[config.mk]
export PLATFORM = sky130hd
export DESIGN_NAME = pinmux_top
export DESIGN_NICKNAME = d
export VERILOG_FILES = /design/src/source/pinmux_cfg_pkg.sv /design/src/source/pinmux_pad_pkg.sv /design/src/source/pad_route_if.sv /design/src/source/pad_owner_decode.sv /design/src/source/pad_in_route.sv /design/src/source/pad_out_drive.sv /design/src/source/pinmux_top.sv
export SDC_FILE = /design/constraint.sdc
export NUM_CORES = 1
export LEC_CHECK = 0
export CORE_AREA = 2 2 67 69
export CTS_CLUSTER_SIZE = 10
export DETAILED_ROUTE_END_ITERATION = 10
export DIE_AREA = 0 0 69 71
export DONT_BUFFER_PORTS = 1
export HOLD_SLACK_MARGIN = 0.05
export SLEW_MARGIN = 20
export SYNTH_ARGS = -nofsm -noshare
export SYNTH_HDL_FRONTEND = slang
export SYNTH_SLANG_ARGS = --single-unit
[constraint.sdc]
create_clock -name mclk -period 1.3 [get_ports mclk]
set_input_delay 0.065 -clock mclk [delete_from_list [all_inputs] [get_ports mclk]]
set_output_delay 0.065 -clock mclk [all_outputs]
set_load 0.01 [all_outputs]
[src/source/pinmux_cfg_pkg.sv]
// Bit positions in the multi-function select word for the kept functions only.
// Unlisted bits of the word are ignored by the pad multiplexer.
`default_nettype none

package pinmux_cfg_pkg;

  // --------------------
  // Select word
  // --------------------

  // Width of the multi-function select word
  localparam int CFG_W = 32;

  // PWM output enables, one per channel
  localparam int PWM_LSB = 0;
  localparam int PWM_W   = 6;

  // External interrupt input enables
  localparam int INT_LSB = 6;
  localparam int INT_W   = 2;

  // UART 0 enable, bit 9 (UART 1) stays unused
  localparam int UART0_BIT = 8;

  // SPI master enable, takes SCK, SDO and SDI
  localparam int SPIM_BIT = 10;

  // --------------------
  // SPI chip selects
  // --------------------

  // Chip select enables
  // Bit 0 is chip select 0, bit 1 is chip select 1
  localparam int SPIM_CS_LSB = 11;
  localparam int SPIM_CS_W   = 2;

endpackage

`default_nettype wire

[src/source/pinmux_pad_pkg.sv]
// Pad numbering is port B on pads 0 to 7 and port D on pads 8 to 15.
// Strap list length must match the strap width set at the top level.
`default_nettype none

package pinmux_pad_pkg;

  // --------------------
  // Pad numbering
  // --------------------

  localparam int PORT_W   = 8;
  localparam int NUM_PADS = 2 * PORT_W;

  // Port B
  localparam int PAD_B0      = 0;
  localparam int PAD_B1_SS1  = 1;
  localparam int PAD_B2_SS0  = 2;
  localparam int PAD_B3_MOSI = 3;
  localparam int PAD_B4_MISO = 4;
  localparam int PAD_B5_SCK  = 5;
  localparam int PAD_B6      = 6;
  localparam int PAD_B7      = 7;

  // Port D, placed above port B
  localparam int PAD_D0_RXD0 = PORT_W + 0;
  localparam int PAD_D1_TXD0 = PORT_W + 1;
  localparam int PAD_D2_INT0 = PORT_W + 2;
  localparam int PAD_D3_INT1 = PORT_W + 3;
  localparam int PAD_D4      = PORT_W + 4;
  localparam int PAD_D5      = PORT_W + 5;
  localparam int PAD_D6      = PORT_W + 6;
  localparam int PAD_D7      = PORT_W + 7;

  // Number of WS281x serial lines
  localparam int WS_W = 4;

  // --------------------
  // Straps
  // --------------------

  localparam int STRAP_W_DEF = 4;

  // Strap n is sampled from pad STRAP_PAD[n]
  // Pads chosen are outputs by default (TXD, SCK, chip selects)
  localparam int STRAP_PAD [STRAP_W_DEF] = '{
    PAD_D1_TXD0,
    PAD_B5_SCK,
    PAD_B2_SS0,
    PAD_B1_SS1
  };

  // Pad owner, eighteen values so five bits
  // WS and PWM entries must stay contiguous, the output mux indexes from WS0 and PWM0
  typedef enum logic [4:0] {
    NONE,
    GPIO,
    WS0, WS1, WS2, WS3,
    PWM0, PWM1, PWM2, PWM3, PWM4, PWM5,
    UART_TX,
    SPI_CS0,
    SPI_CS1,
    SPI_SCK,
    SPI_SDO,
    INPUT
  } pad_owner_t;

endpackage

`default_nettype wire

[src/source/pad_route_if.sv]
// Routing decisions from the owner decoder, all driven by one module.
`timescale 1ns/1ps
`default_nettype none

interface pad_route_if;

  // Owner of each pad
  pinmux_pad_pkg::pad_owner_t owner [pinmux_pad_pkg::NUM_PADS];

  // Output enable, active low (1 means input)
  logic [pinmux_pad_pkg::NUM_PADS-1:0] pad_oen;

  // Input side selects
  logic                             uart_rx_sel;
  logic [pinmux_cfg_pkg::INT_W-1:0] int_sel;
  logic                             spim_sdi_sel;

  // Decoder writes everything
  modport decode (
    output owner, pad_oen, uart_rx_sel, int_sel, spim_sdi_sel
  );

  // Output mux side
  modport drive (input owner, pad_oen);

  // Input routing side
  modport route (input uart_rx_sel, int_sel, spim_sdi_sel);

endinterface

`default_nettype wire

[src/source/pad_owner_decode.sv]
// Purely combinational owner table, reacts to config changes in the same cycle.
// Bit n of the direction and out-type words belongs to pad n.
`timescale 1ns/1ps
`default_nettype none

module pad_owner_decode (
  input  wire [pinmux_cfg_pkg::CFG_W-1:0]      cfg_multi_func_sel_i,
  input  wire [pinmux_pad_pkg::NUM_PADS-1:0]   cfg_gpio_dir_sel_i,
  input  wire [pinmux_pad_pkg::NUM_PADS-1:0]   cfg_gpio_out_type_i,
  input  wire                                  strap_pad_ctrl_i,
  pad_route_if.decode                          route
);

  // PWM channel n lands on PWM_PAD[n]
  localparam int PWM_PAD [pinmux_cfg_pkg::PWM_W] = '{
    pinmux_pad_pkg::PAD_D3_INT1,
    pinmux_pad_pkg::PAD_D5,
    pinmux_pad_pkg::PAD_D6,
    pinmux_pad_pkg::PAD_B1_SS1,
    pinmux_pad_pkg::PAD_B2_SS0,
    pinmux_pad_pkg::PAD_B3_MOSI
  };

  // Function enables out of the select word
  logic [pinmux_cfg_pkg::PWM_W-1:0]     pwm_en;
  logic [pinmux_cfg_pkg::INT_W-1:0]     int_en;
  logic                                 uart0_en;
  logic                                 spim_en;
  logic [pinmux_cfg_pkg::SPIM_CS_W-1:0] cs_en;

  assign pwm_en   = cfg_multi_func_sel_i[pinmux_cfg_pkg::PWM_LSB +: pinmux_cfg_pkg::PWM_W];
  assign int_en   = cfg_multi_func_sel_i[pinmux_cfg_pkg::INT_LSB +: pinmux_cfg_pkg::INT_W];
  assign uart0_en = cfg_multi_func_sel_i[pinmux_cfg_pkg::UART0_BIT];
  assign spim_en  = cfg_multi_func_sel_i[pinmux_cfg_pkg::SPIM_BIT];
  assign cs_en    =
    cfg_multi_func_sel_i[pinmux_cfg_pkg::SPIM_CS_LSB +: pinmux_cfg_pkg::SPIM_CS_W];

  // WS281x line wired to a pad, NONE where no line exists
  function automatic pinmux_pad_pkg::pad_owner_t ws_owner(input int pad);
    case (pad)
      pinmux_pad_pkg::PAD_D0_RXD0,
      pinmux_pad_pkg::PAD_D1_TXD0,
      pinmux_pad_pkg::PAD_D2_INT0:  return pinmux_pad_pkg::WS0;
      pinmux_pad_pkg::PAD_D3_INT1,
      pinmux_pad_pkg::PAD_D4,
      pinmux_pad_pkg::PAD_B6,
      pinmux_pad_pkg::PAD_B7:       return pinmux_pad_pkg::WS1;
      pinmux_pad_pkg::PAD_D5,
      pinmux_pad_pkg::PAD_D6,
      pinmux_pad_pkg::PAD_D7,
      pinmux_pad_pkg::PAD_B0:       return pinmux_pad_pkg::WS2;
      pinmux_pad_pkg::PAD_B1_SS1,
      pinmux_pad_pkg::PAD_B2_SS0,
      pinmux_pad_pkg::PAD_B3_MOSI,
      pinmux_pad_pkg::PAD_B4_MISO:  return pinmux_pad_pkg::WS3;
      // B5 (SCK) carries no WS line
      default:                      return pinmux_pad_pkg::NONE;
    endcase
  endfunction

  // --------------------
  // Owner table
  // --------------------
  // Written lowest priority first, a later hit overrides an earlier one
  always_comb begin
    // GPIO, then WS281x on top of it
    for (int p = 0; p < pinmux_pad_pkg::NUM_PADS; p++) begin
      route.owner[p] = pinmux_pad_pkg::NONE;
      if (cfg_gpio_dir_sel_i[p])
        route.owner[p] = pinmux_pad_pkg::GPIO;
      if (cfg_gpio_out_type_i[p] && ws_owner(p) != pinmux_pad_pkg::NONE)
        route.owner[p] = ws_owner(p);
    end

    // UART 0, RXD in on D0 and TXD out on D1
    if (uart0_en) begin
      route.owner[pinmux_pad_pkg::PAD_D0_RXD0] = pinmux_pad_pkg::INPUT;
      route.owner[pinmux_pad_pkg::PAD_D1_TXD0] = pinmux_pad_pkg::UART_TX;
    end

    // Interrupt inputs
    if (int_en[0])
      route.owner[pinmux_pad_pkg::PAD_D2_INT0] = pinmux_pad_pkg::INPUT;
    if (int_en[1])
      route.owner[pinmux_pad_pkg::PAD_D3_INT1] = pinmux_pad_pkg::INPUT;

    // SPI master data and clock
    if (spim_en) begin
      route.owner[pinmux_pad_pkg::PAD_B5_SCK]  = pinmux_pad_pkg::SPI_SCK;
      route.owner[pinmux_pad_pkg::PAD_B4_MISO] = pinmux_pad_pkg::SPI_SDO;
      route.owner[pinmux_pad_pkg::PAD_B3_MOSI] = pinmux_pad_pkg::INPUT;
    end

    // Chip selects beat UART and SPI data
    if (cs_en[1])
      route.owner[pinmux_pad_pkg::PAD_B1_SS1] = pinmux_pad_pkg::SPI_CS1;
    if (cs_en[0])
      route.owner[pinmux_pad_pkg::PAD_B2_SS0] = pinmux_pad_pkg::SPI_CS0;

    // PWM beats everything, also interrupt 1 on D3
    for (int i = 0; i < pinmux_cfg_pkg::PWM_W; i++) begin
      if (pwm_en[i])
        route.owner[PWM_PAD[i]] =
          pinmux_pad_pkg::pad_owner_t'(int'(pinmux_pad_pkg::PWM0) + i);
    end
  end

  // --------------------
  // Output enables
  // --------------------
  always_comb begin
    for (int p = 0; p < pinmux_pad_pkg::NUM_PADS; p++) begin
      route.pad_oen[p] = (route.owner[p] == pinmux_pad_pkg::NONE) ||
                         (route.owner[p] == pinmux_pad_pkg::INPUT);
    end
    // Strap control parks the strap pads as inputs, data mux untouched
    if (strap_pad_ctrl_i) begin
      for (int i = 0; i < pinmux_pad_pkg::STRAP_W_DEF; i++)
        route.pad_oen[pinmux_pad_pkg::STRAP_PAD[i]] = 1'b1;
    end
  end

  // Input selects follow the enables, not the owners
  // so interrupt 1 still sees D3 under PWM0
  assign route.uart_rx_sel  = uart0_en;
  assign route.int_sel      = int_en;
  assign route.spim_sdi_sel = spim_en;

endmodule

`default_nettype wire

[src/source/pad_in_route.sv]
// Strap register loads on every clock while reset is high, then holds.
// STRAP_W above the package strap list length is not supported.
`timescale 1ns/1ps
`default_nettype none

module pad_in_route #(
  parameter int STRAP_W = pinmux_pad_pkg::STRAP_W_DEF
) (
  input  wire                                mclk,
  input  wire                                rst_i,
  input  wire [pinmux_pad_pkg::NUM_PADS-1:0] pad_in_i,
  pad_route_if.route                         route,
  output logic [pinmux_pad_pkg::NUM_PADS-1:0] pad_gpio_in_o,
  output logic                               uart_rxd_o,
  output logic [pinmux_cfg_pkg::INT_W-1:0]   ext_intr_o,
  output logic                               spim_sdi_o,
  output logic [STRAP_W-1:0]                 strap_o
);

  // GPIO always sees the raw pad levels
  assign pad_gpio_in_o = pad_in_i;

  // --------------------
  // Peripheral inputs
  // --------------------

  // UART idles high when not selected
  assign uart_rxd_o = route.uart_rx_sel ? pad_in_i[pinmux_pad_pkg::PAD_D0_RXD0] : 1'b1;

  // Interrupts idle low
  assign ext_intr_o[0] = route.int_sel[0] & pad_in_i[pinmux_pad_pkg::PAD_D2_INT0];
  assign ext_intr_o[1] = route.int_sel[1] & pad_in_i[pinmux_pad_pkg::PAD_D3_INT1];

  // SPI read data on B3
  assign spim_sdi_o = route.spim_sdi_sel & pad_in_i[pinmux_pad_pkg::PAD_B3_MOSI];

  // --------------------
  // Strap capture
  // --------------------
  // Tracks the strap pads during reset, last sample kept afterwards
  always_ff @(posedge mclk) begin
    if (rst_i) begin
      for (int i = 0; i < STRAP_W; i++)
        strap_o[i] <= pad_in_i[pinmux_pad_pkg::STRAP_PAD[i]];
    end
  end

endmodule

`default_nettype wire

[src/source/pad_out_drive.sv]
// Output data mux, unowned and input pads drive 0.
`timescale 1ns/1ps
`default_nettype none

module pad_out_drive (
  pad_route_if.drive                            route,
  input  wire [pinmux_pad_pkg::NUM_PADS-1:0]    pad_gpio_out_i,
  input  wire [pinmux_pad_pkg::WS_W-1:0]        ws_txd_i,
  input  wire [pinmux_cfg_pkg::PWM_W-1:0]       pwm_wfm_i,
  input  wire                                   uart_txd_i,
  input  wire                                   spim_sck_i,
  input  wire [pinmux_cfg_pkg::SPIM_CS_W-1:0]   spim_ssn_i,
  input  wire                                   spim_sdo_i,
  output logic [pinmux_pad_pkg::NUM_PADS-1:0]   pad_out_o,
  output logic [pinmux_pad_pkg::NUM_PADS-1:0]   pad_oen_o
);

  // --------------------
  // Data mux
  // --------------------
  always_comb begin
    for (int p = 0; p < pinmux_pad_pkg::NUM_PADS; p++) begin
      case (route.owner[p])
        pinmux_pad_pkg::GPIO:
          pad_out_o[p] = pad_gpio_out_i[p];
        // WS line number is the offset from WS0
        pinmux_pad_pkg::WS0, pinmux_pad_pkg::WS1,
        pinmux_pad_pkg::WS2, pinmux_pad_pkg::WS3:
          pad_out_o[p] = ws_txd_i[int'(route.owner[p]) - int'(pinmux_pad_pkg::WS0)];
        // Same trick for the PWM channel
        pinmux_pad_pkg::PWM0, pinmux_pad_pkg::PWM1, pinmux_pad_pkg::PWM2,
        pinmux_pad_pkg::PWM3, pinmux_pad_pkg::PWM4, pinmux_pad_pkg::PWM5:
          pad_out_o[p] = pwm_wfm_i[int'(route.owner[p]) - int'(pinmux_pad_pkg::PWM0)];
        pinmux_pad_pkg::UART_TX:
          pad_out_o[p] = uart_txd_i;
        pinmux_pad_pkg::SPI_CS0:
          pad_out_o[p] = spim_ssn_i[0];
        pinmux_pad_pkg::SPI_CS1:
          pad_out_o[p] = spim_ssn_i[1];
        pinmux_pad_pkg::SPI_SCK:
          pad_out_o[p] = spim_sck_i;
        pinmux_pad_pkg::SPI_SDO:
          pad_out_o[p] = spim_sdo_i;
        // NONE and INPUT
        default:
          pad_out_o[p] = 1'b0;
      endcase
    end
  end

  // Enables come ready-made from the decoder
  assign pad_oen_o = route.pad_oen;

endmodule

`default_nettype wire

[src/source/pinmux_top.sv]
// Pad multiplexer for ports B and D, combinational except the strap register.
// pad_oen_o is active low; config words are indexed by pad number.
`timescale 1ns/1ps
`default_nettype none

module pinmux_top #(
  parameter int STRAP_W = pinmux_pad_pkg::STRAP_W_DEF
) (
  input  wire                                   mclk,
  input  wire                                   rst_i,
  input  wire                                   strap_pad_ctrl_i,

  // Configuration
  input  wire [pinmux_cfg_pkg::CFG_W-1:0]       cfg_multi_func_sel_i,
  input  wire [pinmux_pad_pkg::NUM_PADS-1:0]    cfg_gpio_dir_sel_i,
  input  wire [pinmux_pad_pkg::NUM_PADS-1:0]    cfg_gpio_out_type_i,

  // Pads
  input  wire [pinmux_pad_pkg::NUM_PADS-1:0]    pad_in_i,
  output logic [pinmux_pad_pkg::NUM_PADS-1:0]   pad_out_o,
  output logic [pinmux_pad_pkg::NUM_PADS-1:0]   pad_oen_o,

  // GPIO
  input  wire [pinmux_pad_pkg::NUM_PADS-1:0]    pad_gpio_out_i,
  output logic [pinmux_pad_pkg::NUM_PADS-1:0]   pad_gpio_in_o,

  // WS281x and PWM
  input  wire [pinmux_pad_pkg::WS_W-1:0]        ws_txd_i,
  input  wire [pinmux_cfg_pkg::PWM_W-1:0]       pwm_wfm_i,

  // UART 0 and interrupts
  input  wire                                   uart_txd_i,
  output logic                                  uart_rxd_o,
  output logic [pinmux_cfg_pkg::INT_W-1:0]      ext_intr_o,

  // SPI master
  input  wire                                   spim_sck_i,
  input  wire [pinmux_cfg_pkg::SPIM_CS_W-1:0]   spim_ssn_i,
  input  wire                                   spim_sdo_i,
  output logic                                  spim_sdi_o,

  // Strap values sampled in reset
  output logic [STRAP_W-1:0]                    strap_o
);

  // Per-pad routing between decoder and the two mux halves
  pad_route_if i_route_if ();

  // --------------------
  // Owner decode
  // --------------------
  pad_owner_decode i_owner_decode (
    .cfg_multi_func_sel_i (cfg_multi_func_sel_i),
    .cfg_gpio_dir_sel_i   (cfg_gpio_dir_sel_i),
    .cfg_gpio_out_type_i  (cfg_gpio_out_type_i),
    .strap_pad_ctrl_i     (strap_pad_ctrl_i),
    .route                (i_route_if.decode)
  );

  // Input side, straps live here
  pad_in_route #(
    .STRAP_W (STRAP_W)
  ) i_in_route (
    .mclk          (mclk),
    .rst_i         (rst_i),
    .pad_in_i      (pad_in_i),
    .route         (i_route_if.route),
    .pad_gpio_in_o (pad_gpio_in_o),
    .uart_rxd_o    (uart_rxd_o),
    .ext_intr_o    (ext_intr_o),
    .spim_sdi_o    (spim_sdi_o),
    .strap_o       (strap_o)
  );

  // Output side
  pad_out_drive i_out_drive (
    .route          (i_route_if.drive),
    .pad_gpio_out_i (pad_gpio_out_i),
    .ws_txd_i       (ws_txd_i),
    .pwm_wfm_i      (pwm_wfm_i),
    .uart_txd_i     (uart_txd_i),
    .spim_sck_i     (spim_sck_i),
    .spim_ssn_i     (spim_ssn_i),
    .spim_sdo_i     (spim_sdo_i),
    .pad_out_o      (pad_out_o),
    .pad_oen_o      (pad_oen_o)
  );

endmodule

`default_nettype wire

==> flow_summary.json <==
{
  "status": "finished, final reports clean",
  "reg_top3": "i_in_route.strap_o (4)",
  "grt-busiest-layer": "met2",
  "crit_slowest_cell": "a22oi_1",
  "muxShareOfSynthArea": 0,
  "required_ns": 1.24,
  "grt.met3_usage": 0.0228,
  "final_common_cell": "nand2_1",
  "die-area_um2": 4900,
  "synth-seq-cells": 4,
  "grt_use_total": 0.0688,
  "grt_pass1_wl_mm": 2.68,
  "p_leak_nw": 0.290,
  "cp_top_family": "compound AO/OA/AOI/OAI gates",
  "first_pass_iters": 4,
  "layout_common_cells": "25 x nand2_1, 14 x o21ai_0, 13 x nor2_1",
  "syn_area_um2": 726,
  "placed_area_um2": 667,
  "tns_ns": 0,
  "ctsRootBufferMaster": "clkbuf_8",
  "critPathArrivalTime_ns": 1.03,
  "grt_start_max_net_pins": 10,
  "path_max_fanout": 6,
  "drive_gt1_frac": 0.0291,
  "synth_fp_nets": 227,
  "ant_nets": 0,
  "core_area_um2": 4200,
  "worst_pin_slew_ns": 0.562,
  "critPathKind": "in -> out",
  "first_iter_violations": 12,
  "worst-path-buf-inv": 0,
  "max-vdd-ir-drop_mv": 0.254,
  "max_freq_mhz": 916,
  "relSlewSlack": 0.621,
  "clk_path_buf_depth": 2,
  "top_register": "i_in_route.strap_o",
  "worst_setup_path_start_kind": "primary input",
  "critPathCaptureType": "output port",
  "syn_area_per_cell_um2": 6.48,
  "die_h_um": 71,
  "maxCapViolCount": 0,
  "via_count": 766,
  "design_area_um2": 758,
  "wire_per_inst_um": 12.8,
  "grt_overflow": 0,
  "finish.net_count": 220,
  "cts_resized": 0,
  "start_util": 0.173,
  "syn_inst": 112,
  "cts_buffers": 3,
  "route.detailed.drc": 0,
  "synth-compound-area-share": 0.288,
  "crit_path_cell_trace": "o21bai_1 -> ha_1 -> nand3b_1 -> a211o_1 -> a22oi_1",
  "max_stage_delay_ns": 0.32,
  "htree_levels": 1,
  "dieWidth_um": 69,
  "core.rowCount": 24,
  "final_util": 0.180,
  "timing.hold.ws_ns": 0.130,
  "n_antenna_cell": 0,
  "met1_usage": 0.0585,
  "yosysSeqAreaShare": 0.166,
  "power_density_nw_per_um2": 763,
  "drt-total-wl_mm": 1.99,
  "port_buffers": 0,
  "yosys.area_share.simple": 0.348,
  "yosysWarnings": 0,
  "antenna_found_initial": 0,
  "boundaryPins": 170,
  "finalWeightedCongestion": 0.794,
  "dp_hpwl_mm": 1.76,
  "synthXorXnorAreaFrac": 0,
  "avgViaCountPerCell": 4.94,
  "rsz0062_at_grt": "false",
  "ys_types": 22,
  "finalCritPeriodShare": 0.839,
  "synth_top_family_by_area": "simple AND/OR/NAND/NOR gates",
  "final_hold_viol_count": 0,
  "drv_slew": 0,
  "cts_tree": "yes",
  "largest_reg_flops": 4,
  "grt_pass1_vias": 643,
  "synth_fa_ha_area_frac": 0.0172,
  "syn_to_final_growth_pct": 4.48,
  "hp-class": "in -> out",
  "min_period_ns": 1.09,
  "setup_violations": 0,
  "numClockSinks": 4,
  "use_met2": 0.137
}
[Yosys cell counts]
master | number | area share
ha_1 | 1 | 0.017
nand3b_1 | 3 | 0.031
buf_4 | 16 | 0.17
o21bai_1 | 3 | 0.031
nor2b_1 | 2 | 0.017
and3b_1 | 4 | 0.048
nand2b_1 | 1 | 0.0086
and2_1 | 3 | 0.026
inv_1 | 2 | 0.010
a221oi_1 | 1 | 0.012
a21oi_1 | 8 | 0.055
nor2_1 | 13 | 0.067
a22o_1 | 3 | 0.036
nor3_1 | 3 | 0.021
nand2_1 | 25 | 0.13
edfxtp_1 | 4 | 0.17
o31ai_1 | 1 | 0.010
o21ai_0 | 14 | 0.097
clkbuf_1 | 1 | 0.0052
a211o_1 | 1 | 0.012
o41ai_1 | 2 | 0.024
a22oi_1 | 1 | 0.010
[path summary, 6_finish.rpt]
check / start / end / slack (ns) / depth (start not counted)
worst max-delay path: cfg_multi_func_sel_i[12] / pad_out_o[1] / 0.21 / 5
worst min-delay path: pad_in_i[7] / pad_gpio_in_o[7] / 0.13 / 0
[cells by family (layout without fill, tap and decap cells)]
group                    count (synthesis)  in the layout
flip-flops                               4              4
buffers and inverters                   19             10
AO/OA/AOI/OAI                           34             34
adder cells (fa/ha/maj)                  1              1
AND/OR/NAND/NOR                         54             54
[power breakdown]
part | switching (W) | internal, W | total, W
clock | 0.0000636 | 0.000197 | 0.000261
combinational | 0.0000883 | 0.0000657 | 0.000154
sequential | 0.00000843 | 0.000155 | 0.000164
[layer usage]
metal,part of all wire,vias up
li1,-,361
met1,0.33,313
met2,0.52,85
met3,0.13,7
met4,0.020,0
met5,0,-
[layout make-up]
class	count	area (µm²)
multi-input cells	89	474
inverters	2	7.51
fillers	484	3450
well taps	52	65.1
clock buffers	3	41.3
flip-flops and latches	4	120
repair buffers	5	50.0
[stage by stage]
| step | std cells | setup WS [ns] | total power, W |
|---|---|---|---|
| finish | 155 | 0.209 | 0.000578 |
| global route | 155 | 0.153 | 0.000618 |
| CTS | 155 | 0.193 | 0.000590 |
| detailed placement | 147 | 0.193 | 0.000307 |
| global placement | 147 | 0.214 | 0.000306 |
| floorplan | 112 | 0.288 | 0.000346 |
[timing repair]
| item | CTS | global route |
|---|---|---|
| endpoints found under the hold margin | 8 | 0 |
| hold buffers | 5 | 0 |
| endpoints found under the setup margin | 0 | 0 |
| setup buffers | 0 | 0 |
No activity file was read; power rests on OpenSTA's default activity.
